$ cat src/hdl/uart_macros.svh
// Shared UART timing constants and register map, included by the RTL and the testbench
`ifndef UART_MACROS_SVH
`define UART_MACROS_SVH

// Bit timing
`define UART_HALF_BIT 4         // Clocks per half bit, small for simulation
`define UART_FRAME_BITS 11      // Start, 8 data, parity, stop

// Register offsets on the 4-bit byte address
`define UART_ADDR_TXDATA 4'h0
`define UART_ADDR_RXDATA 4'h4   // Read only
`define UART_ADDR_STATUS 4'h8
`define UART_ADDR_CTRL   4'hC

// STATUS bit positions
`define UART_ST_TX_BUSY    0
`define UART_ST_RX_VALID   1
`define UART_ST_PARITY_ERR 2    // Sticky, write 1 to clear
`define UART_ST_OVERRUN    3    // Sticky, write 1 to clear

// CTRL bit positions
`define UART_CTRL_PARITY_ODD 0  // 0 even, 1 odd
`define UART_CTRL_LOOPBACK   1  // Receiver listens to txd
`define UART_CTRL_RX_IRQ_EN  2

`endif

$ cat src/hdl/uart_pkg.sv
// Types shared by the UART engines, the register block and the assertion module
package uart_pkg;

    // Receiver FSM
    typedef enum logic [1:0] {
        RX_INIT  = 2'b00,   // Clears counters once after reset
        RX_IDLE  = 2'b01,   // Waiting for a start edge
        RX_START = 2'b10,   // Half bit to reach mid start bit
        RX_BITS  = 2'b11    // Data, parity and stop samples
    } rx_state_e;

    // Transmitter FSM
    typedef enum logic [1:0] {
        TX_IDLE  = 2'b00,   // Line held high
        TX_START = 2'b01,
        TX_DATA  = 2'b10,   // 8 data bits then parity
        TX_STOP  = 2'b11
    } tx_state_e;

    // AXI response codes, only the two the slave uses
    typedef enum logic [1:0] {
        OKAY   = 2'b00,
        SLVERR = 2'b10
    } axi_resp_e;

endpackage

$ cat src/hdl/uart_rx.sv
// Serial receiver that samples each bit mid-period and reports the byte with a parity flag
`timescale 1ns/1ps
`include "uart_macros.svh"

module uart_rx (
    input  logic       clk,
    input  logic       reset,
    input  logic       rx,              // Serial line, idles high
    input  logic       parity_odd,      // 1 = odd parity expected
    output logic [7:0] rx_data,
    output logic       rx_done,         // One cycle per frame
    output logic       rx_parity_error  // Only meaningful with rx_done
);
    import uart_pkg::*;

    // Counter spans one full bit period
    localparam int CNT_W    = $clog2(2 * `UART_HALF_BIT);
    localparam int STOP_IDX = `UART_FRAME_BITS - 2;     // Index of the stop sample

    localparam logic [CNT_W-1:0] HALF_LAST = CNT_W'(`UART_HALF_BIT - 1);
    localparam logic [CNT_W-1:0] FULL_LAST = CNT_W'(2 * `UART_HALF_BIT - 1);
    localparam logic [3:0]       STOP_BIT  = 4'(STOP_IDX);

    rx_state_e        state;
    logic [CNT_W-1:0] clk_cnt;
    logic [3:0]       bit_idx;          // Samples taken since mid start bit
    logic [8:0]       shift_reg;        // Parity in bit 8, data LSB in bit 0
    logic             parity_bad;

    // Even mode wants XOR of all 9 bits at 0, odd mode wants 1
    assign parity_bad      = (^shift_reg) ^ parity_odd;
    assign rx_parity_error = rx_done & parity_bad;
    assign rx_data         = shift_reg[7:0];

    always_ff @(posedge clk) begin
        if (reset) begin
            state   <= RX_INIT;
            rx_done <= 1'b0;
        end else begin
            rx_done <= 1'b0;            // Pulse by default
            case (state)
                RX_INIT: begin
                    clk_cnt   <= '0;
                    bit_idx   <= '0;
                    shift_reg <= '0;
                    state     <= RX_IDLE;
                end

                RX_IDLE: begin
                    if (!rx) begin      // Start edge seen
                        clk_cnt <= CNT_W'(1);
                        bit_idx <= '0;
                        state   <= RX_START;
                    end
                end

                // Walk to the middle of the start bit
                RX_START: begin
                    if (clk_cnt >= HALF_LAST) begin
                        clk_cnt <= '0;
                        state   <= RX_BITS;
                    end else begin
                        clk_cnt <= clk_cnt + 1'b1;
                    end
                end

                // One sample per full bit, mid-bit
                RX_BITS: begin
                    if (clk_cnt >= FULL_LAST) begin
                        clk_cnt <= '0;
                        bit_idx <= bit_idx + 1'b1;
                        if (bit_idx >= STOP_BIT) begin
                            rx_done <= 1'b1;    // Stop sample, not checked
                            state   <= RX_IDLE;
                        end else begin
                            shift_reg <= {rx, shift_reg[8:1]};  // LSB first
                        end
                    end else begin
                        clk_cnt <= clk_cnt + 1'b1;
                    end
                end

                default: state <= RX_INIT;
            endcase
        end
    end

endmodule

$ cat src/hdl/uart_tx.sv
// Serial transmitter that sends a byte as start, 8 data bits LSB first, parity and stop
`timescale 1ns/1ps
`include "uart_macros.svh"

module uart_tx (
    input  logic       clk,
    input  logic       reset,
    input  logic       tx_start,    // One-cycle request, tx_data valid with it
    input  logic [7:0] tx_data,
    input  logic       parity_odd,
    output logic       txd,         // Idles high
    output logic       tx_busy      // Start bit through stop bit
);
    import uart_pkg::*;

    localparam int CNT_W = $clog2(2 * `UART_HALF_BIT);

    localparam logic [CNT_W-1:0] FULL_LAST = CNT_W'(2 * `UART_HALF_BIT - 1);
    localparam logic [3:0]       LAST_BIT  = 4'(`UART_FRAME_BITS - 3);  // Parity bit index

    tx_state_e        state;
    logic [CNT_W-1:0] clk_cnt;
    logic [3:0]       bit_idx;      // Bit currently on the line
    logic [8:0]       shift_reg;    // Parity above the byte
    logic             bit_end;

    assign bit_end = (clk_cnt == FULL_LAST);
    assign tx_busy = (state != TX_IDLE);

    always_ff @(posedge clk) begin
        if (reset) begin
            state   <= TX_IDLE;
            txd     <= 1'b1;
            clk_cnt <= '0;
            bit_idx <= '0;
        end else begin
            clk_cnt <= bit_end ? '0 : clk_cnt + 1'b1;   // Free runs, realigned on start
            case (state)
                TX_IDLE: begin
                    clk_cnt <= '0;
                    if (tx_start) begin
                        txd   <= 1'b0;  // Start bit
                        state <= TX_START;
                    end
                end

                TX_START: begin
                    if (bit_end) begin
                        txd     <= shift_reg[0];
                        bit_idx <= '0;
                        state   <= TX_DATA;
                    end
                end

                TX_DATA: begin
                    if (bit_end) begin
                        if (bit_idx == LAST_BIT) begin
                            txd   <= 1'b1;  // Stop bit
                            state <= TX_STOP;
                        end else begin
                            txd     <= shift_reg[1];
                            bit_idx <= bit_idx + 1'b1;
                        end
                    end
                end

                TX_STOP: begin
                    if (bit_end) begin
                        state <= TX_IDLE;   // txd already high
                    end
                end

                default: state <= TX_IDLE;
            endcase
        end
    end

    // Frame payload, loaded on start and shifted per bit
    always_ff @(posedge clk) begin
        if (state == TX_IDLE && tx_start) begin
            shift_reg <= {(^tx_data) ^ parity_odd, tx_data};
        end else if (state == TX_DATA && bit_end) begin
            shift_reg <= {1'b0, shift_reg[8:1]};
        end
    end

endmodule

$ cat src/hdl/uart_regs.sv
// AXI4-Lite register block joining the UART transmitter and receiver, with loopback and IRQ
`timescale 1ns/1ps
`include "uart_macros.svh"

module uart_regs (
    input  logic                clk,
    input  logic                reset,
    input  logic [3:0]          awaddr,
    input  logic                awvalid,
    output logic                awready,
    input  logic [31:0]         wdata,
    input  logic [3:0]          wstrb,
    input  logic                wvalid,
    output logic                wready,
    output uart_pkg::axi_resp_e bresp,
    output logic                bvalid,
    input  logic                bready,
    input  logic [3:0]          araddr,
    input  logic                arvalid,
    output logic                arready,
    output logic [31:0]         rdata,
    output uart_pkg::axi_resp_e rresp,
    output logic                rvalid,
    input  logic                rready,
    input  logic                rxd,            // External serial input
    input  logic                txd,            // Transmitter output, for loopback
    output logic                rx_line,        // Line the receiver samples
    input  logic                tx_busy,
    output logic                tx_start,
    output logic [7:0]          tx_data,
    output logic                parity_odd,
    input  logic [7:0]          rx_data,
    input  logic                rx_done,
    input  logic                rx_parity_error,
    output logic                irq
);
    import uart_pkg::*;

    logic [2:0]  ctrl;
    logic [7:0]  rx_byte;           // Last received byte
    logic        rx_valid;
    logic        parity_err;
    logic        overrun;
    logic [31:0] status_word;
    logic        wr_take;
    logic        wr_hs;
    logic        rd_hs;
    logic        tx_busy_any;
    logic        wr_tx_ok;
    logic        wr_status;
    logic        clr_rx_valid;

    assign wr_take      = awvalid & wvalid & ~bvalid & ~awready;
    assign wr_hs        = awready & awvalid & wready & wvalid;
    assign rd_hs        = arready & arvalid;
    assign tx_busy_any  = tx_busy | tx_start;   // Busy rises a cycle after the start pulse
    assign wr_tx_ok     = wr_hs && (awaddr == `UART_ADDR_TXDATA) && wstrb[0] && !tx_busy_any;
    assign wr_status    = wr_hs && (awaddr == `UART_ADDR_STATUS) && wstrb[0];
    assign clr_rx_valid = rd_hs && (araddr == `UART_ADDR_RXDATA);
    assign parity_odd   = ctrl[`UART_CTRL_PARITY_ODD];
    assign rx_line      = ctrl[`UART_CTRL_LOOPBACK] ? txd : rxd;

    always_comb begin
        status_word = '0;
        status_word[`UART_ST_TX_BUSY]    = tx_busy_any;
        status_word[`UART_ST_RX_VALID]   = rx_valid;
        status_word[`UART_ST_PARITY_ERR] = parity_err;
        status_word[`UART_ST_OVERRUN]    = overrun;
    end

    // Write address and data taken together, one response outstanding
    always_ff @(posedge clk) begin
        if (reset) begin
            awready  <= 1'b0;
            wready   <= 1'b0;
            bvalid   <= 1'b0;
            tx_start <= 1'b0;
            ctrl     <= '0;
        end else begin
            awready  <= wr_take;
            wready   <= wr_take;
            tx_start <= wr_tx_ok;
            if (wr_hs) begin
                bvalid <= 1'b1;
            end else if (bready) begin
                bvalid <= 1'b0;
            end
            if (wr_hs && awaddr == `UART_ADDR_CTRL && wstrb[0]) begin
                ctrl <= wdata[2:0];
            end
        end
    end

    always_ff @(posedge clk) begin
        if (wr_hs) begin
            case (awaddr)
                `UART_ADDR_TXDATA: bresp <= tx_busy_any ? SLVERR : OKAY;  // Byte dropped
                `UART_ADDR_RXDATA: bresp <= SLVERR;                       // Read only
                `UART_ADDR_STATUS,
                `UART_ADDR_CTRL:   bresp <= OKAY;
                default:           bresp <= SLVERR;
            endcase
        end
        if (wr_tx_ok) begin
            tx_data <= wdata[7:0];
        end
        if (rx_done) begin
            rx_byte <= rx_data;     // Newest byte always wins
        end
    end

    // Receive flags, set beats clear in the same cycle
    always_ff @(posedge clk) begin
        if (reset) begin
            rx_valid   <= 1'b0;
            parity_err <= 1'b0;
            overrun    <= 1'b0;
            irq        <= 1'b0;
        end else begin
            if (rx_done) begin
                rx_valid <= 1'b1;
            end else if (clr_rx_valid) begin
                rx_valid <= 1'b0;
            end
            // Unread byte being replaced
            if (rx_done && rx_valid && !clr_rx_valid) begin
                overrun <= 1'b1;
            end else if (wr_status && wdata[`UART_ST_OVERRUN]) begin
                overrun <= 1'b0;
            end
            if (rx_done && rx_parity_error) begin
                parity_err <= 1'b1;
            end else if (wr_status && wdata[`UART_ST_PARITY_ERR]) begin
                parity_err <= 1'b0;
            end
            irq <= rx_valid & ctrl[`UART_CTRL_RX_IRQ_EN];
        end
    end

    // Read channel, arready drops while a response waits
    always_ff @(posedge clk) begin
        if (reset) begin
            arready <= 1'b0;
            rvalid  <= 1'b0;
        end else begin
            arready <= ~(rd_hs | (rvalid & ~rready));
            if (rd_hs) begin
                rvalid <= 1'b1;
            end else if (rready) begin
                rvalid <= 1'b0;
            end
        end
    end

    always_ff @(posedge clk) begin
        if (rd_hs) begin
            rresp <= OKAY;
            case (araddr)
                `UART_ADDR_TXDATA: rdata <= {24'h0, tx_data};
                `UART_ADDR_RXDATA: rdata <= {24'h0, rx_byte};
                `UART_ADDR_STATUS: rdata <= status_word;
                `UART_ADDR_CTRL:   rdata <= {29'h0, ctrl};
                default: begin
                    rdata <= '0;
                    rresp <= SLVERR;
                end
            endcase
        end
    end

endmodule

$ cat src/hdl/uart_core.sv
// UART top level with an AXI4-Lite slave port, connecting the register block and both engines
`timescale 1ns/1ps

module uart_core (
    input  logic                clk,
    input  logic                reset,
    input  logic [3:0]          awaddr,
    input  logic                awvalid,
    output logic                awready,
    input  logic [31:0]         wdata,
    input  logic [3:0]          wstrb,
    input  logic                wvalid,
    output logic                wready,
    output uart_pkg::axi_resp_e bresp,
    output logic                bvalid,
    input  logic                bready,
    input  logic [3:0]          araddr,
    input  logic                arvalid,
    output logic                arready,
    output logic [31:0]         rdata,
    output uart_pkg::axi_resp_e rresp,
    output logic                rvalid,
    input  logic                rready,
    input  logic                rxd,
    output logic                txd,
    output logic                irq
);

    // Register block to transmitter
    logic       tx_start;
    logic [7:0] tx_data;
    logic       tx_busy;
    logic       parity_odd;     // Shared by both engines

    // Receiver to register block
    logic       rx_line;        // rxd or txd in loopback
    logic [7:0] rx_data;
    logic       rx_done;
    logic       rx_parity_error;

    uart_regs u_regs (
        .clk             (clk),
        .reset           (reset),
        .awaddr          (awaddr),
        .awvalid         (awvalid),
        .awready         (awready),
        .wdata           (wdata),
        .wstrb           (wstrb),
        .wvalid          (wvalid),
        .wready          (wready),
        .bresp           (bresp),
        .bvalid          (bvalid),
        .bready          (bready),
        .araddr          (araddr),
        .arvalid         (arvalid),
        .arready         (arready),
        .rdata           (rdata),
        .rresp           (rresp),
        .rvalid          (rvalid),
        .rready          (rready),
        .rxd             (rxd),
        .txd             (txd),
        .rx_line         (rx_line),
        .tx_busy         (tx_busy),
        .tx_start        (tx_start),
        .tx_data         (tx_data),
        .parity_odd      (parity_odd),
        .rx_data         (rx_data),
        .rx_done         (rx_done),
        .rx_parity_error (rx_parity_error),
        .irq             (irq)
    );

    uart_tx u_tx (
        .clk        (clk),
        .reset      (reset),
        .tx_start   (tx_start),
        .tx_data    (tx_data),
        .parity_odd (parity_odd),
        .txd        (txd),
        .tx_busy    (tx_busy)
    );

    uart_rx u_rx (
        .clk             (clk),
        .reset           (reset),
        .rx              (rx_line),
        .parity_odd      (parity_odd),
        .rx_data         (rx_data),
        .rx_done         (rx_done),
        .rx_parity_error (rx_parity_error)
    );

endmodule

$ cat config.mk
export PLATFORM = sky130hd
export DESIGN_NAME = uart_core
export DESIGN_NICKNAME = d
export VERILOG_FILES = /design/src/hdl/uart_pkg.sv /design/src/hdl/uart_rx.sv /design/src/hdl/uart_tx.sv /design/src/hdl/uart_regs.sv /design/src/hdl/uart_core.sv
export VERILOG_INCLUDE_DIRS = /design/src /design/src/hdl
export SDC_FILE = /design/constraint.sdc
export NUM_CORES = 1
export LEC_CHECK = 0
export BUFFER_PORTS_ARGS = -buffer_cell sky130_fd_sc_hd__buf_2
export CORE_MARGIN = 2
export CORE_UTILIZATION = 57
export DETAILED_ROUTE_END_ITERATION = 6
export PLACE_DENSITY = 0.88
export SETUP_SLACK_MARGIN = 0.02
export SYNTH_ARGS = -nofsm -noshare
export SYNTH_HDL_FRONTEND = slang
export SYNTH_SLANG_ARGS = --single-unit
$ cat constraint.sdc
create_clock -name clk -period 5.9 [get_ports clk]
set_clock_uncertainty 0.2 [all_clocks]
set_input_delay 1.475 -clock clk [delete_from_list [all_inputs] [get_ports clk]]
set_output_delay 1.475 -clock clk [all_outputs]
set_load 0.02 [all_outputs]
==> After elaboration in Yosys (flattened, before gate mapping) <==
Index checks and enable logic that the tools add are counted.
{ "op_classes": {"addsub": 4, "multipliers": 0, "n_div": 0, "magnitude_cmp": 3, "eq_ne": 24, "shifts": 0, "muxes": 48, "bitwise": 21, "reduce_logical": 45} }
{ "op_table": {"columns": ["op", "count"], "rows": [
  ["two-way mux 9 bit", 4],
  ["one-hot mux 8 bit (4 select lines)", 1],
  ["two-way mux 2 bit", 11],
  ["== test 4 bit (second input constant)", 5],
  ["two-way mux 4 bit", 5],
  ["AND reduction 4 bit", 5],
  ["one-hot mux 9 bit (2 select lines)", 1],
  ["nonzero test 2 bit", 9],
  ["two-way mux 1 bit", 16],
  ["one-hot mux 2 bit (4 select lines)", 2],
  ["logical AND 1 bit", 15],
  ["inequality test 2 x 1 -> 1 bit (second input constant)", 7],
  ["one-hot mux 3 bit (4 select lines)", 1],
  ["one-hot mux 4 bit (3 select lines)", 1],
  ["AND 1 bit", 10],
  ["two-way mux 3 bit", 3],
  ["parity 9 bit", 1],
  ["adder 4 x 1 -> 4 bit (second input constant)", 2],
  ["== test 2 bit (second input constant)", 4],
  ["zero test 4 bit", 2],
  ["inequality test 2 bit (second input constant)", 4],
  ["one-hot mux 4 bit (2 select lines)", 1],
  ["parity 8 bit", 1],
  ["inverter 1 bit", 7],
  ["19 further kinds", 27]
]} }
{ "totals": {"reg_bits": 102, "latch_bits": 0, "ramBits": 0, "rom_bits": 0, "input_bits": 52, "n_memories": 0} }

==> Logic depth before layout (Yosys ltp) <==
{ "depth": {"ltp_word": 8, "mapped_depth": 7, "ltp_nobuf": 6} }

==> Cells and area by module <==
From an unflattened synthesis, not the netlist that was laid out.
{ "unflattened": {"cells_unflattened": 320, "area_unflattened_um2": 3915.0} }
{ "by_module_without_submodules": {"columns": ["mod", "n_inst", "cells_each", "area_per_inst_um2", "seq_area_each_um2"], "rows": [
  ["uart_regs", 1, 136, 1720.4, 1021.0],
  ["uart_rx", 1, 95, 1162.4, 540.5],
  ["uart_tx", 1, 89, 1032.2, 470.5]
]} }

==> Worst setup path after synthesis <==
OpenSTA, ideal clock, no wires.
{ "synth_timing": {"path_kind": "input -> register", "startpoint": "input port reset", "endpoint": "register u_rx.shift_reg[0] (enable)", "setup_time_ns": 0.427, "arrival_time_ns": 3.199, "required_ns": 5.273, "slack_ns": 2.074, "path_stages": 2, "n_path_buf": 1, "path_cell_list": "buf_4 a2111oi_0"} }
{ "synth_between": {"elab_chain_cells": 2} }
{ "synth_rtl": {"columns": ["element", "line", "rtl"], "rows": [
  ["from (decl)", "uart_core.sv:6", "input logic reset,"],
  ["inverter 1 bit (no line)", null, null],
  ["AND reduction 4 bit (no line)", null, null],
  ["to (signal assigned)", "uart_rx.sv:76", "shift_reg <= {rx, shift_reg[8:1]};"],
  ["to (decl)", "uart_rx.sv:27", "logic [8:0] shift_reg;"]
]} }
No other way between the ends.
A chain may end at the register's enable or synchronous reset.

==> Final worst setup path <==
{ "layout_timing": {"startpoint": "input port reset", "endpoint": "register u_rx.shift_reg[7] (enable)"} }
Same word-level chain as after synthesis.

==> metrics.csv <==
metric,value,unit
status,finished clean,
place_hpwl,4820,um
leakagePower,1.640,nW
ir_drop,251.3,uV
routed_wl,6775,um
drv_cap,0,
finalSetupViolations,0,
n_fill_cell,499,
clock.fmax,338.7,MHz
drc,0,
critPathTopFamily,compound AO/OA/AOI/OAI gates,
stdcell_count,437,
post_cts_buffers,0,
hold_violations,0,
dpl-instance-area,3916,um2
grt_max_degree,29,
synth-main-ff-cell,edfxtp_1,
avgSynthCellArea,12.05,um2
die_width,85.34,um
port_buffers,41,
crit_arrival,2.73,ns
core,6386,um2
antenna_found_initial,0,
min_period_over_period,0.5005,
die_area,7283,um2
htreeDepth,3,
crit_path_max_incr_delay,0.96,ns
synthCells,313,
synth_cell_types,53,
multi_input_area,1508,um2
worst_pin_slew,1.072,ns
grtUsageMet2,0.3196,
initial_core_util,0.5905,
antenna_left,0,
grt_pass1_wl,10840,um
grt_pass1_vias,2227,
cts_tree,yes,
clk_pin_slew,0.07,ns
drt-initial-drc-count,116,
period_needed,2.953,ns
crit_buf_inv,1,
vias,2381,
dp_slack,2.543,ns
whs,0.2437,ns
end_kind,flop,
cts_buffer_depth,2,
dr.pass1.iters,4,
cts_resized,0,
p_total,1.383,mW
io_pins,95,
gp_congestion,0.8251,
die_height,85.34,um
grtUsageTotal,0.1964,
cts_buffers,9,
cts_hold_buf,0,
cts.sinks,76,
crit_chain,"buf_2, a2111oi_2",
grt_overflow,0,
hold_class,reg -> reg,
ys_ff_latch,76,
met3_usage,0.06226,
ys_seq_area_frac,0.5388,
placed_cells,421,
critical_path_class,in -> reg,
cts_root_buffer,clkbuf_8,
critPathMaxFanout,28,
clock_latency,0.35,ns
setup_tns,0,ns
wl_per_cell,15.50,um
layout_commonest_cell,edfxtp_1,
syn_to_final_growth,9.622,%
final_util,0.6473,
globalRouteMet1Util,0.2434,
busiest_layer,met2,
n_antenna_cell,0,
powerDensity,334.6,nW/um2
layout-drive-gt1-share,0.2000,
synthArstFlopShare,0,
fin_ws,2.947,ns
layout_common_cells,"edfxtp_1, buf_2, conb_1",
syn_area,3771,um2
fin_area,4134,um2
required,5.67,ns
final-max-slew-violation-count,0,
fin_nets,427,
slowest_stage,a2111oi_2,
seqCellArea,2032,um2
slew_headroom,0.2837,
synth-edff-count,51,
yosysWarnings,0,
vias_per_cell,5.449,
worstSetupStartpointType,input port,
placement_rows,29,
rsz0062_at_grt,false,
==> cells in the mapped netlist, types with 3 or more instances <==
| library cell | n | area (um2) |
|---|---|---|
| mux2i_1 | 9 | 90.09 |
| nand2_1 | 12 | 45.04 |
| dfxtp_1 | 25 | 500.5 |
| edfxtp_1 | 51 | 1531 |
| and2_1 | 12 | 75.07 |
| o21ai_0 | 4 | 20.02 |
| inv_1 | 20 | 75.07 |
| mux4_2 | 3 | 67.56 |
| nor2b_1 | 5 | 31.28 |
| a21oi_1 | 12 | 60.06 |
| nand3_1 | 5 | 25.02 |
| buf_4 | 31 | 232.7 |
| a21o_1 | 3 | 22.52 |
| a311oi_1 | 3 | 26.28 |
| nor2_1 | 24 | 90.09 |
| nor3b_1 | 4 | 30.03 |
| xor2_1 | 3 | 26.28 |
| mux2_2 | 8 | 90.09 |
| nor4_1 | 4 | 25.02 |
| xnor2_1 | 13 | 113.9 |
| ha_1 | 20 | 250.2 |
==> metal layers <==
layer / wire length, um / part of all wire
met1: 2862 / 0.42
met2: 3270 / 0.48
met3: 495 / 0.073
met4: 146 / 0.022
met5: 0 / 0
==> cells by family after synthesis <==
family          after synthesis  share of synthesized area
compound gates               39                    0.07167
xor+xnor                     18                    0.04910
fa+ha+maj                    20                    0.06636
buf+inv                      55                    0.08792
flops                        76                     0.5388
mux                          20                    0.06569
other cells                   1                  0.0009944
simple gates                 84                     0.1194
==> cell type report <==
class                      count  share of cell area
clock inverter                 4             0.01755
clock buffer                  12             0.03511
tap                           77             0.02331
sequential                    76              0.4915
timing repair buffer          41             0.04964
multi-input combinational    207              0.3647
inverter                      20             0.01816
==> report_power, final <==
group	internal [mW]	switching [mW]
registers	0.633	0.0433
logic	0.120	0.151
clock network	0.249	0.187
total	1.00	0.381
==> final timing paths <==
path                                      start                 to  slack [ns]  depth (start not counted)
worst max-delay path                      reset  u_rx.shift_reg[7]        2.95                          2
worst min-delay path            u_tx.clk_cnt[0]    u_tx.clk_cnt[0]        0.24                          1
worst max register to register  u_rx.bit_idx[0]  u_rx.shift_reg[7]        3.25                          4
worst min register to register  u_tx.clk_cnt[0]    u_tx.clk_cnt[0]        0.24                          1
(Power assumes the default switching activity.)
